--- src/mips_pkg.sv ---
package mips_pkg;

  // word and register index widths
  localparam int data_w = 32;
  localparam int reg_addr_w = 5;

  // fixed register indices used by the core
  localparam int reg_v0 = 2;
  localparam int reg_a0 = 4;
  localparam int reg_ra = 31;

  // primary opcodes, instr[31:26]
  localparam logic [5:0] op_rtype = 6'h00;
  localparam logic [5:0] op_j     = 6'h02;
  localparam logic [5:0] op_jal   = 6'h03;
  localparam logic [5:0] op_beq   = 6'h04;
  localparam logic [5:0] op_bne   = 6'h05;
  localparam logic [5:0] op_addi  = 6'h08;
  localparam logic [5:0] op_andi  = 6'h0c;
  localparam logic [5:0] op_ori   = 6'h0d;
  localparam logic [5:0] op_lui   = 6'h0f;

  // funct field for r-type, instr[5:0]
  localparam logic [5:0] fn_jr      = 6'h08;
  localparam logic [5:0] fn_syscall = 6'h0c;
  localparam logic [5:0] fn_add     = 6'h20;
  localparam logic [5:0] fn_sub     = 6'h22;
  localparam logic [5:0] fn_and     = 6'h24;
  localparam logic [5:0] fn_or      = 6'h25;
  localparam logic [5:0] fn_slt     = 6'h2a;

  // alu selector
  localparam int alu_op_w = 3;
  localparam logic [alu_op_w-1:0] alu_add = 3'd0;
  localparam logic [alu_op_w-1:0] alu_sub = 3'd1;
  localparam logic [alu_op_w-1:0] alu_and = 3'd2;
  localparam logic [alu_op_w-1:0] alu_or  = 3'd3;
  localparam logic [alu_op_w-1:0] alu_slt = 3'd4;
  localparam logic [alu_op_w-1:0] alu_lui = 3'd5;

  // syscall services, matched against v0
  localparam logic [data_w-1:0] sys_print_int = 32'd1;
  localparam logic [data_w-1:0] sys_exit      = 32'd10;

endpackage
--- src/mips_core.sv ---
`timescale 1ns/1ns

module mips_core (
  input  logic                        clk,
  input  logic                        rst,
  input  logic [mips_pkg::data_w-1:0] instr,
  input  logic                        out_ack,
  output logic [mips_pkg::data_w-1:0] instr_addr,
  output logic                        out_req,
  output logic [mips_pkg::data_w-1:0] out_data,
  output logic                        halted
);

  logic [mips_pkg::data_w-1:0]     pc;
  logic [mips_pkg::data_w-1:0]     pc_plus4;
  logic [mips_pkg::data_w-1:0]     branch_target;
  logic [mips_pkg::data_w-1:0]     jump_target;
  logic [mips_pkg::data_w-1:0]     next_pc;

  // decode outputs
  logic [mips_pkg::alu_op_w-1:0]   alu_op;
  logic                            alu_src_imm;
  logic [mips_pkg::data_w-1:0]     imm;
  logic                            dec_reg_write;
  logic                            dst_rt;
  logic                            dec_jal;
  logic                            branch_eq;
  logic                            branch_ne;
  logic                            jump;
  logic                            jump_reg;
  logic                            syscall;

  // datapath
  logic [mips_pkg::reg_addr_w-1:0] rs;
  logic [mips_pkg::reg_addr_w-1:0] rt;
  logic [mips_pkg::reg_addr_w-1:0] rd;
  logic [mips_pkg::reg_addr_w-1:0] write_reg;
  logic [mips_pkg::data_w-1:0]     write_data;
  logic [mips_pkg::data_w-1:0]     read1;
  logic [mips_pkg::data_w-1:0]     read2;
  logic [mips_pkg::data_w-1:0]     v0;
  logic [mips_pkg::data_w-1:0]     a0;
  logic [mips_pkg::data_w-1:0]     alu_b;
  logic [mips_pkg::data_w-1:0]     alu_result;
  logic                            alu_zero;
  logic                            stall;
  logic                            hold;
  logic                            reg_write;
  logic                            jal;

  assign instr_addr = pc;

  // register fields
  assign rs = instr[25:21];
  assign rt = instr[20:16];
  assign rd = instr[15:11];

  // no state change while a syscall is pending or after exit
  assign hold      = stall || halted;
  assign reg_write = dec_reg_write && !hold;
  assign jal       = dec_jal && !hold;

  assign write_reg  = dst_rt ? rt : rd;
  assign write_data = dec_jal ? pc_plus4 : alu_result;
  assign alu_b      = alu_src_imm ? imm : read2;

  // targets relative to the following instruction
  assign pc_plus4      = pc + 32'd4;
  assign branch_target = pc_plus4 + {imm[29:0], 2'b00};
  assign jump_target   = {pc_plus4[31:28], instr[25:0], 2'b00};

  always_comb begin
    if (jump_reg) begin
      next_pc = read1;
    end else if (jump) begin
      next_pc = jump_target;
    end else if ((branch_eq && alu_zero) || (branch_ne && !alu_zero)) begin
      next_pc = branch_target;
    end else begin
      next_pc = pc_plus4;
    end
  end

  always_ff @(posedge clk) begin
    if (rst) begin
      pc <= '0;
    end else if (!hold) begin
      pc <= next_pc;
    end
  end

  mips_decode decode0 (
    .instr       (instr),
    .alu_op      (alu_op),
    .alu_src_imm (alu_src_imm),
    .imm         (imm),
    .reg_write   (dec_reg_write),
    .dst_rt      (dst_rt),
    .jal         (dec_jal),
    .branch_eq   (branch_eq),
    .branch_ne   (branch_ne),
    .jump        (jump),
    .jump_reg    (jump_reg),
    .syscall     (syscall)
  );

  mips_regfile regfile0 (
    .clk        (clk),
    .rst        (rst),
    .jal        (jal),
    .reg_write  (reg_write),
    .rs         (rs),
    .rt         (rt),
    .write_reg  (write_reg),
    .write_data (write_data),
    .read1      (read1),
    .read2      (read2),
    .v0         (v0),
    .a0         (a0)
  );

  mips_alu alu0 (
    .a      (read1),
    .b      (alu_b),
    .alu_op (alu_op),
    .result (alu_result),
    .zero   (alu_zero)
  );

  mips_syscall syscall0 (
    .clk      (clk),
    .rst      (rst),
    .syscall  (syscall),
    .v0       (v0),
    .a0       (a0),
    .out_ack  (out_ack),
    .out_req  (out_req),
    .out_data (out_data),
    .stall    (stall),
    .halted   (halted)
  );

endmodule

--- src/mips_syscall.sv ---
`timescale 1ns/1ns

module mips_syscall (
  input  logic                        clk,
  input  logic                        rst,
  input  logic                        syscall,
  input  logic [mips_pkg::data_w-1:0] v0,
  input  logic [mips_pkg::data_w-1:0] a0,
  input  logic                        out_ack,
  output logic                        out_req,
  output logic [mips_pkg::data_w-1:0] out_data,
  output logic                        stall,
  output logic                        halted
);

  typedef enum logic [1:0] {
    st_idle,
    st_request,
    st_release
  } state_t;

  state_t state;
  logic   start_print;
  logic   start_exit;

  // services only start from idle and never after exit
  assign start_print = (state == st_idle) && syscall && !halted &&
                       (v0 == mips_pkg::sys_print_int);
  assign start_exit  = (state == st_idle) && syscall && !halted &&
                       (v0 == mips_pkg::sys_exit);

  always_ff @(posedge clk) begin
    if (rst) begin
      state   <= st_idle;
      out_req <= 1'b0;
      halted  <= 1'b0;
    end else begin
      case (state)
        st_idle: begin
          if (start_print) begin
            state   <= st_request;
            out_req <= 1'b1;
          end
        end
        st_request: begin
          // ack seen, drop req
          if (out_ack) begin
            state   <= st_release;
            out_req <= 1'b0;
          end
        end
        st_release: begin
          // wait for ack to fall
          if (!out_ack) begin
            state <= st_idle;
          end
        end
        default: state <= st_idle;
      endcase
      // exit latch, only rst clears it
      if (start_exit) begin
        halted <= 1'b1;
      end
    end
  end

  // capture a0 once per print
  always_ff @(posedge clk) begin
    if (start_print) begin
      out_data <= a0;
    end
  end

  // hold the syscall in place until the handshake closes
  always_comb begin
    case (state)
      st_idle:    stall = start_print || start_exit;
      st_request: stall = 1'b1;
      st_release: stall = out_ack;
      default:    stall = 1'b0;
    endcase
  end

  a_data_stable: assert property (
    @(posedge clk) disable iff (rst) out_req |=> !out_req || $stable(out_data)
  );

  a_no_req_halted: assert property (
    @(posedge clk) disable iff (rst) (halted && !out_req) |=> !out_req
  );

endmodule

--- src/mips_decode.sv ---
`timescale 1ns/1ns

module mips_decode (
  input  logic [mips_pkg::data_w-1:0]   instr,
  output logic [mips_pkg::alu_op_w-1:0] alu_op,
  output logic                          alu_src_imm,
  output logic [mips_pkg::data_w-1:0]   imm,
  output logic                          reg_write,
  output logic                          dst_rt,
  output logic                          jal,
  output logic                          branch_eq,
  output logic                          branch_ne,
  output logic                          jump,
  output logic                          jump_reg,
  output logic                          syscall
);

  logic [5:0] opcode;
  logic [5:0] funct;
  logic [mips_pkg::data_w-1:0] imm_sext;
  logic [mips_pkg::data_w-1:0] imm_zext;

  assign opcode = instr[31:26];
  assign funct  = instr[5:0];

  // two flavours of the 16-bit immediate
  assign imm_sext = {{16{instr[15]}}, instr[15:0]};
  assign imm_zext = {16'h0000, instr[15:0]};

  always_comb begin
    // defaults give a no-op
    alu_op      = mips_pkg::alu_add;
    alu_src_imm = 1'b0;
    imm         = imm_sext;
    reg_write   = 1'b0;
    dst_rt      = 1'b0;
    jal         = 1'b0;
    branch_eq   = 1'b0;
    branch_ne   = 1'b0;
    jump        = 1'b0;
    jump_reg    = 1'b0;
    syscall     = 1'b0;
    case (opcode)
      mips_pkg::op_rtype: begin
        // rd destination
        case (funct)
          mips_pkg::fn_add: begin
            alu_op    = mips_pkg::alu_add;
            reg_write = 1'b1;
          end
          mips_pkg::fn_sub: begin
            alu_op    = mips_pkg::alu_sub;
            reg_write = 1'b1;
          end
          mips_pkg::fn_and: begin
            alu_op    = mips_pkg::alu_and;
            reg_write = 1'b1;
          end
          mips_pkg::fn_or: begin
            alu_op    = mips_pkg::alu_or;
            reg_write = 1'b1;
          end
          mips_pkg::fn_slt: begin
            alu_op    = mips_pkg::alu_slt;
            reg_write = 1'b1;
          end
          mips_pkg::fn_jr:      jump_reg = 1'b1;
          mips_pkg::fn_syscall: syscall  = 1'b1;
          default: ;
        endcase
      end
      mips_pkg::op_addi: begin
        alu_src_imm = 1'b1;
        reg_write   = 1'b1;
        dst_rt      = 1'b1;
      end
      mips_pkg::op_andi, mips_pkg::op_ori, mips_pkg::op_lui: begin
        // logical immediates are zero extended
        imm         = imm_zext;
        alu_src_imm = 1'b1;
        reg_write   = 1'b1;
        dst_rt      = 1'b1;
        if (opcode == mips_pkg::op_andi) begin
          alu_op = mips_pkg::alu_and;
        end else if (opcode == mips_pkg::op_ori) begin
          alu_op = mips_pkg::alu_or;
        end else begin
          alu_op = mips_pkg::alu_lui;
        end
      end
      mips_pkg::op_beq: begin
        alu_op    = mips_pkg::alu_sub;
        branch_eq = 1'b1;
      end
      mips_pkg::op_bne: begin
        alu_op    = mips_pkg::alu_sub;
        branch_ne = 1'b1;
      end
      mips_pkg::op_j: jump = 1'b1;
      mips_pkg::op_jal: begin
        // link write handled by the regfile jal path
        jump = 1'b1;
        jal  = 1'b1;
      end
      default: ;
    endcase
  end

  // next-pc sources stay mutually exclusive
  always_comb begin
    a_pc_src_onehot: assert final ($onehot0({jump, jump_reg, branch_eq, branch_ne}));
  end

endmodule

--- src/mips_regfile.sv ---
`timescale 1ns/1ns

module mips_regfile (
  input  logic                            clk,
  input  logic                            rst,
  input  logic                            jal,
  input  logic                            reg_write,
  input  logic [mips_pkg::reg_addr_w-1:0] rs,
  input  logic [mips_pkg::reg_addr_w-1:0] rt,
  input  logic [mips_pkg::reg_addr_w-1:0] write_reg,
  input  logic [mips_pkg::data_w-1:0]     write_data,
  output logic [mips_pkg::data_w-1:0]     read1,
  output logic [mips_pkg::data_w-1:0]     read2,
  output logic [mips_pkg::data_w-1:0]     v0,
  output logic [mips_pkg::data_w-1:0]     a0
);

  // 32 general purpose registers
  logic [mips_pkg::data_w-1:0] mem [1 << mips_pkg::reg_addr_w];

  // writes land on the rising edge
  always_ff @(posedge clk) begin
    if (rst) begin
      for (int i = 0; i < (1 << mips_pkg::reg_addr_w); i++) begin
        mem[i] <= '0;
      end
    end else if (jal) begin
      // link address goes to ra
      mem[mips_pkg::reg_ra] <= write_data;
    end else if (reg_write && write_reg != '0) begin
      // $zero silently drops writes
      mem[write_reg] <= write_data;
    end
  end

  // combinational reads, r0 hardwired
  assign read1 = (rs == '0) ? '0 : mem[rs];
  assign read2 = (rt == '0) ? '0 : mem[rt];

  // taps for the syscall unit
  assign v0 = mem[mips_pkg::reg_v0];
  assign a0 = mem[mips_pkg::reg_a0];

  // decode never asks for both a link write and a normal write
  a_jal_excl: assert property (
    @(posedge clk) disable iff (rst) !(jal && reg_write)
  );

endmodule

--- src/mips_alu.sv ---
`timescale 1ns/1ns

module mips_alu (
  input  logic [mips_pkg::data_w-1:0]   a,
  input  logic [mips_pkg::data_w-1:0]   b,
  input  logic [mips_pkg::alu_op_w-1:0] alu_op,
  output logic [mips_pkg::data_w-1:0]   result,
  output logic                          zero
);

  always_comb begin
    case (alu_op)
      mips_pkg::alu_add: result = a + b;
      // also the branch compare
      mips_pkg::alu_sub: result = a - b;
      mips_pkg::alu_and: result = a & b;
      mips_pkg::alu_or:  result = a | b;
      mips_pkg::alu_slt: begin
        // signed compare, 0 or 1
        result = ($signed(a) < $signed(b)) ? 32'd1 : 32'd0;
      end
      mips_pkg::alu_lui: begin
        // immediate into the upper half, a ignored
        result = {b[15:0], 16'h0000};
      end
      default: result = '0;
    endcase
  end

  // equal operands after sub
  assign zero = (result == '0);

endmodule

--- config.mk ---
export PLATFORM = sky130hd
export DESIGN_NAME = mips_core
export DESIGN_NICKNAME = d
export VERILOG_FILES = /design/src/mips_pkg.sv /design/src/mips_core.sv /design/src/mips_syscall.sv /design/src/mips_decode.sv /design/src/mips_regfile.sv /design/src/mips_alu.sv
export SDC_FILE = /design/constraint.sdc
export NUM_CORES = 2
export LEC_CHECK = 0
export BUFFER_PORTS_ARGS = -buffer_cell sky130_fd_sc_hd__buf_4
export CORE_UTILIZATION = 40
export CTS_CLUSTER_DIAMETER = 80
export DETAILED_ROUTE_END_ITERATION = 7
export SKIP_CTS_REPAIR_TIMING = 1
export SLEW_MARGIN = 0
export SYNTH_ARGS = -nofsm -noshare
export SYNTH_HDL_FRONTEND = slang
export SYNTH_SLANG_ARGS = --single-unit
export TNS_END_PERCENT = 20
--- constraint.sdc ---
create_clock -name clk -period 9.5 [get_ports clk]
set_input_delay 1.9 -clock clk [delete_from_list [all_inputs] [get_ports clk]]
set_output_delay 1.9 -clock clk [all_outputs]
set_load 0.05 [all_outputs]
# [Word-level counts from Yosys, hierarchy flattened]
# Memory sizes are Yosys's and may differ from the RTL's. A register that Yosys moved wholly into a read port is not among the register bits.
# Cells that the tools add are included.
[totals] register_bits=36 mem_bits_rw=1024 in_bits=35 output_inout_bits=66 wordCells=118 n_memories=1
[mem_list] name="regfile0.mem" words=32 word_bits=32 read_ports=4 rd_ports_with_merged_regs=1 write_ports=32 line_no="mips_regfile.sv:19" source="logic [mips_pkg::data_w-1:0] mem [1 << mips_pkg::reg_addr_w];"
[classes] addsub=4 order_cmp=1 eq_ne=27 muxes=47 bitwise=3 n_reduce_logical=31
[ops] op="$mux W32" n=10
[ops] op="$pmux W32 S6" n=1
[ops] op="$add A32 B32 Y32" n=2
[ops] op="$eq A6 B4 Y1 const B" n=6
[ops] op="$add A32 B3 Y32 const B" n=1
[ops] op="$and A32 B32 Y32" n=1
[ops] op="$eq A32 B1 Y1 const B" n=1
[ops] op="$eq A32 B4 Y1 const B" n=1
[ops] op="$logic_not A32 Y1" n=1
[ops] op="$lt A32 B32 Y1" n=1
[ops] op="$or A32 B32 Y32" n=1
[ops] op="$reduce_or A32 Y1" n=1
[ops] op="$sub A32 B32 Y32" n=1
[ops] op="$eq A6 B6 Y1 const B" n=5
[ops] op="$mux W1" n=23
[ops] op="$eq A6 B2 Y1 const B" n=2
[ops] op="$eq A6 B3 Y1 const B" n=2
[ops] op="$pmux W3 S4" n=1
[ops] op="$logic_not A5 Y1" n=2
[ops] op="$mux W5" n=2
[ops] op="$logic_and A1 B1 Y1" n=9
[ops] op="$pmux W3 S3" n=1
[ops] op="$eq A3 B2 Y1 const B" n=2
[ops] op="$eq A3 B3 Y1 const B" n=2
[ops] op="23 further kinds" n=34

# [Depth between registers and ports, before layout]
[depth] word_depth=18 depth_mapped=37 mapped_depth_nobuf=24

# [Modules after synthesis]
# Synthesis repeated with hierarchy kept, for this count alone.
[unflattened] cells_unflattened=5285 hier_area_um2=67592.3
[modules_own_cells] mod="mips_regfile" instances=1 cells_per_inst=3624 area_per_inst_um2=55295.5 seq_area_each_um2=30749.5
[modules_own_cells] mod="mips_alu" instances=1 cells_per_inst=824 area_per_inst_um2=5484.0 seq_area_each_um2=0.0
[modules_own_cells] mod="mips_core" instances=1 cells_per_inst=700 area_per_inst_um2=5013.6 seq_area_each_um2=640.6
[modules_own_cells] mod="mips_syscall" instances=1 cells_per_inst=65 area_per_inst_um2=1275.0 seq_area_each_um2=1041.0
[modules_own_cells] mod="mips_decode" instances=1 cells_per_inst=72 area_per_inst_um2=524.3 seq_area_each_um2=0.0

# [Worst setup path before layout]
# OpenSTA, ideal clock, no wires.
[synth_path] path_kind="input-to-reg" startpoint="input port instr[16] in the netlist's numbering" endpoint="register pc (netlist bit instr_addr[17])" setup_time_ns=0.115 arrival_ns=9.673 required_ns=9.385 setup_slack_ns=-0.288 path_stages=34 path_buffers=14 path_cell_list="buf_6 > buf_12 > buf_12 > buf_12 > buf_4 > buf_2 > buf_2 > buf_2 > buf_2 > buf_1 > buf_2 > buf_2 > mux4_2 > nand2_1 > nand3_1 > a41o_1 > ha_1 > clkbuf_1 > nor2_1 > a221oi_1 > o21ai_0 > o21bai_1 > a21o_1 > a31o_2 > o21a_1 > a31oi_1 > or3b_1 > nand4bb_1 > a2111oi_4 > nand4_1 > a21oi_2 > buf_6 > mux2_2 > o21a_1"
[synth_between] elab_chain_cells=13 elab_cells_between_ends=19 cone_classes="2 x add/sub; 1 x order compare; 7 x mux; 2 x bitwise; 6 x reduce/logical; 1 x memory"
[synth_rtl] item="start: declaration" line_no="mips_core.sv:6" source="input logic [mips_pkg::data_w-1:0] instr,"
[synth_rtl] item="$mem_v2 Z32 W32 / $logic_not A5 Y1 (equally long branches)"
[synth_rtl] item="$mux W32 (*)" line_no="mips_regfile.sv:38" source="assign read2 = (rt == '0) ? '0 : mem[rt];"
[synth_rtl] item="$mux W32 (*)" line_no="mips_core.sv:65" source="assign alu_b = alu_src_imm ? imm : read2;"
[synth_rtl] item="$lt A32 B32 Y1" line_no="mips_alu.sv:20" source="result = ($signed(a) < $signed(b)) ? 32'd1 : 32'd0;"
[synth_rtl] item="$mux W1" line_no="mips_alu.sv:20"
[synth_rtl] item="$pmux W32 S6 (*)" line_no="mips_alu.sv:12" source="case (alu_op)"
[synth_rtl] item="$logic_not A32 Y1 (*)" line_no="mips_alu.sv:31" source="assign zero = (result == '0);"
[synth_rtl] item="$logic_not A1 Y1" line_no="mips_core.sv:77" source="end else if ((branch_eq && alu_zero) || (branch_ne && !alu_zero)) begin"
[synth_rtl] item="$logic_and A1 B1 Y1" line_no="mips_core.sv:77"
[synth_rtl] item="$logic_or A1 B1 Y1 (*)" line_no="mips_core.sv:77"
[synth_rtl] item="$mux W32 (*)" line_no="mips_core.sv:77"
[synth_rtl] item="$mux W32 (*)" line_no="mips_core.sv:75" source="end else if (jump) begin"
[synth_rtl] item="$mux W32 (*)" line_no="mips_core.sv:73" source="if (jump_reg) begin"
[synth_rtl] item="end signal: assignment" line_no="mips_core.sv:88" source="pc <= next_pc;"
[synth_rtl] item="end: declaration" line_no="mips_core.sv:14" source="logic [mips_pkg::data_w-1:0] pc;"
# Every way passes the cells marked *; elsewhere a longest branch is shown, timed or not.
# A chain may end at the register's enable or synchronous reset.

# [Final worst setup path]
[layout_path] startpoint="input port instr[16] in the netlist's numbering" endpoint="register pc (netlist bit instr_addr[26])"
# The elaborated chain is that of the path after synthesis.

==> impl_results.md <==
- Register-to-register setup slack: between 2 and 2.5 ns
- CTS Sinks: 1092
- Die area: 159600 µm²
- CP required: 10.15 ns
- Kind of critical path: primary input to register
- Library cells used by synthesis: 100
- Max-Cap Viols: 0
- Worst reg2reg path depth: 23
- RSZ-0062 raised after global routing: no
- Asr flop ratio synth: 0
- Post-layout net count: 5169
- Largest net degree at the start of global routing: 64
- Actual slew at the worst max-slew pin: around 1.4 ns
- Placeable core region: 156600 µm²
- Vias in the first global route: 45015
- Setup violators final: 0
- Drt via density: 6.502
- CTS tree: yes
- Max Used Layer: met5
- Starting Density: 0.4038
- Detail Route met2 WL: 110100 µm
- Final worst slack: 0.7990 ns
- #FFs+latches synth: 1092
- PortBufs: 100
- H-tree levels: 3
- PwrDens: 190.9 nW/µm²
- CP startpoint kind: primary input
- Clock buffer count from CTS: 116
- Detail Route Antenna Nets: 0
- FP Rows: 145
- Synthesized area: roughly 63000 µm²
- Most frequent cell after synthesis: nor2_1
- Post-synth EDFFs: 1056
- Final Hold Viols: 0
- Share of the synthesized area in the top cell type: 0.5016
- Dpl hpwl: about 160000 µm
- Final Cycle Share: 0.9159
- Critical path endpoint: instr_addr[26]
- Initial antenna violation count: 18
- Worst setup path start: instr[16]
- RePlAce Congestion: between 0.9 and 1
- Max VDD drop: around 0.00016 V
- Met3 routed wirelength: ~32000 µm
- Place WS: ~0.32 ns
- Sequential share of the synthesized area: 0.5130
- Worst R2R Start: regfile0.mem[23][2]
- Avg Cell Area, Syn: 12.84 µm²
- Ys Warns: 0
- DIE WIDTH: about 400 µm
- Ranking of synthesized cells by area: edfxtp_1, mux4_2, nor2_1
- Die height: around 400 µm
- Clock latency on the worst-skew pair: between 0.7 and 0.8 ns
- R2R Path End: instr_addr[26]
- Worst rel slew slack: 0.09046
- Critical path arrival: 9.35 ns
- Status: finished, final reports clean
- Pwr Total: 13620 µW
- Post-Syn Instances: a little under 5000
- Number of iterations in the first detailed-routing pass: 6
- CTS clk-pin slew, worst paths: about 0.06 ns
- DRT iter0 DRCs: 7279
- F_max: 114.9 MHz
- Core Util, Final: 0.4555
- Crit path time final: 8.701 ns
- Hold crit path type: register to register
- Setup_tns: 0 ns
- Slew Viols, Final: 0
- DRC: 0
- Worst-path fanout max: 40
- Clock Skew: 0.04131 ns
- Vias: around 47000
- GRT Overall Usage: 0.3009
- Hold wc startpoint: regfile0.mem[4][6]
- CTS Root Buffer Type: clkbuf_16
- Post-synth top cells: nor2_1, edfxtp_1, mux4_2
- GRT overflow: 0
- Post-Route WL: 242500 µm
- WL/cell: 33.88 µm
- Ports: around 100
- LEAKAGE: between 0.02 and 0.03 µW
- Area grow syn2layout: 12.82%
- Top FF cell, synth: edfxtp_1
- Share of layout cells above drive strength 1: 0.2520
- Area leader, netlist: edfxtp_1
- Setup crit end kind: register
- First-pass GRT wire length: between 300000 and 400000 µm
- Max clock buf depth: 3
- Wl on met1: 89740 µm
-- layout by cell type (no fill, tap or decap), drive strengths merged, types with 20 or more instances in the layout --
| cell | n |
|---|---|
| a211oi | 20 |
| a21o | 33 |
| a21oi | 145 |
| a221oi | 26 |
| buf | 361 |
| clkbuf | 141 |
| clkinv | 53 |
| conb | 32 |
| dfxtp | 36 |
| edfxtp | 1056 |
| ha | 129 |
| inv | 137 |
| mux2 | 39 |
| mux2i | 71 |
| mux4 | 593 |
| nand2 | 261 |
| nand2b | 72 |
| nand3 | 67 |
| nor2 | 1159 |
| nor3 | 55 |
| nor4 | 21 |
| o211ai | 25 |
| o21ai | 135 |
| o21bai | 20 |
| xnor2 | 63 |
-- power breakdown --
group | switching, µW | internal [µW] | total (µW)
registers | 97.1 | 5440 | 5530
logic | 2350 | 1080 | 3430
clock network | 2000 | 2650 | 4650
-- worst min path at each step --
| stage | to | slack, ns | depth (start not counted) |
|---|---|---|---|
| 2_1_floorplan | syscall0.out_data[6] | 0.44 | 0 |
| 3_3_place_gp | syscall0.out_req | 0.45 | 2 |
| 3_5_place_dp | syscall0.out_data[11] | 0.47 | 0 |
| 4_1_cts | syscall0.out_data[6] | 0.48 | 0 |
| 5_1_grt | syscall0.out_data[12] | 0.50 | 0 |
| 6_report | syscall0.out_data[6] | 0.48 | 0 |
-- worst max-delay path, stage by stage --
cell	delay (ns)
buf_8	0.38
buf_12	0.37
buf_4	0.35
mux2i_1	0.11
a21oi_1	0.36
mux4_2	0.32
nor2_1	0.04
nor3_1	0.74
a21o_1	0.22
ha_1	0.26
buf_4	0.16
o21ai_0	0.16
nand2b_1	0.08
o41ai_1	0.06
buf_4	0.18
nor3_1	0.04
a211oi_1	0.45
o221ai_1	0.33
a311oi_1	0.39
a2111oi_0	0.10
or3b_1	0.42
nand4bb_1	0.25
a2111oi_4	0.36
nand4_1	0.23
a21oi_4	0.22
buf_12	0.17
mux2_2	0.35
a31o_2	0.24
-- cell families (layout without fill, tap and decap cells) --
logic type                 after synthesis  count (layout)  share of synthesized area
other                                    1              33                 0.00005932
DFF                                   1092            1092                     0.5130
and+or+nand+nor                       1751            1751                     0.1161
muxes                                  703             703                     0.2306
buffers and inverters                  565             709                    0.03778
AOI/OAI and AO/OA                      598             598                    0.06462
adders and majority gates              132             132                    0.02648
xor gates and xnor gates                82              82                    0.01136
-- through the flow --
step	std cells	hold WS (ns)	cell area [µm²]
floorplan	4955	0.4370	63350
global placement	6942	0.4545	67520
detailed placement	6942	0.4691	67520
CTS	7157	0.4820	71320
global route	7157	0.4989	71320
finish	7158	0.4777	71320
-- layer usage --
metal | vias to the layer above | global-route usage
met5 | - | 0
met4 | 16 | 0.1180
met3 | 583 | 0.08552
met2 | 3379 | 0.4698
met1 | 23709 | 0.3962
li1 | 18852 | -
-- registers in the layout, summed over array words and instances (netlist names) --
| register | cells |
|---|---|
| syscall0.halted | 1 |
| syscall0.state | 2 |
| regfile0.mem | 1024 |
| instr_addr | 32 |
| syscall0.out_data | 32 |
| syscall0.out_req | 1 |
-- area by class of cell --
class                   instances  area [µm²]
diodes                          1       2.502
clock buffers                 141        3082
clock inverters                74       719.4
fillers                     13976       85250
inverters                     133       509.2
multi-input cells            3298       28990
flip-flops and latches       1092       32430
well taps                    2058        2575
repair buffers                361        3015
Note: power is estimated with default switching activity, not from simulation.
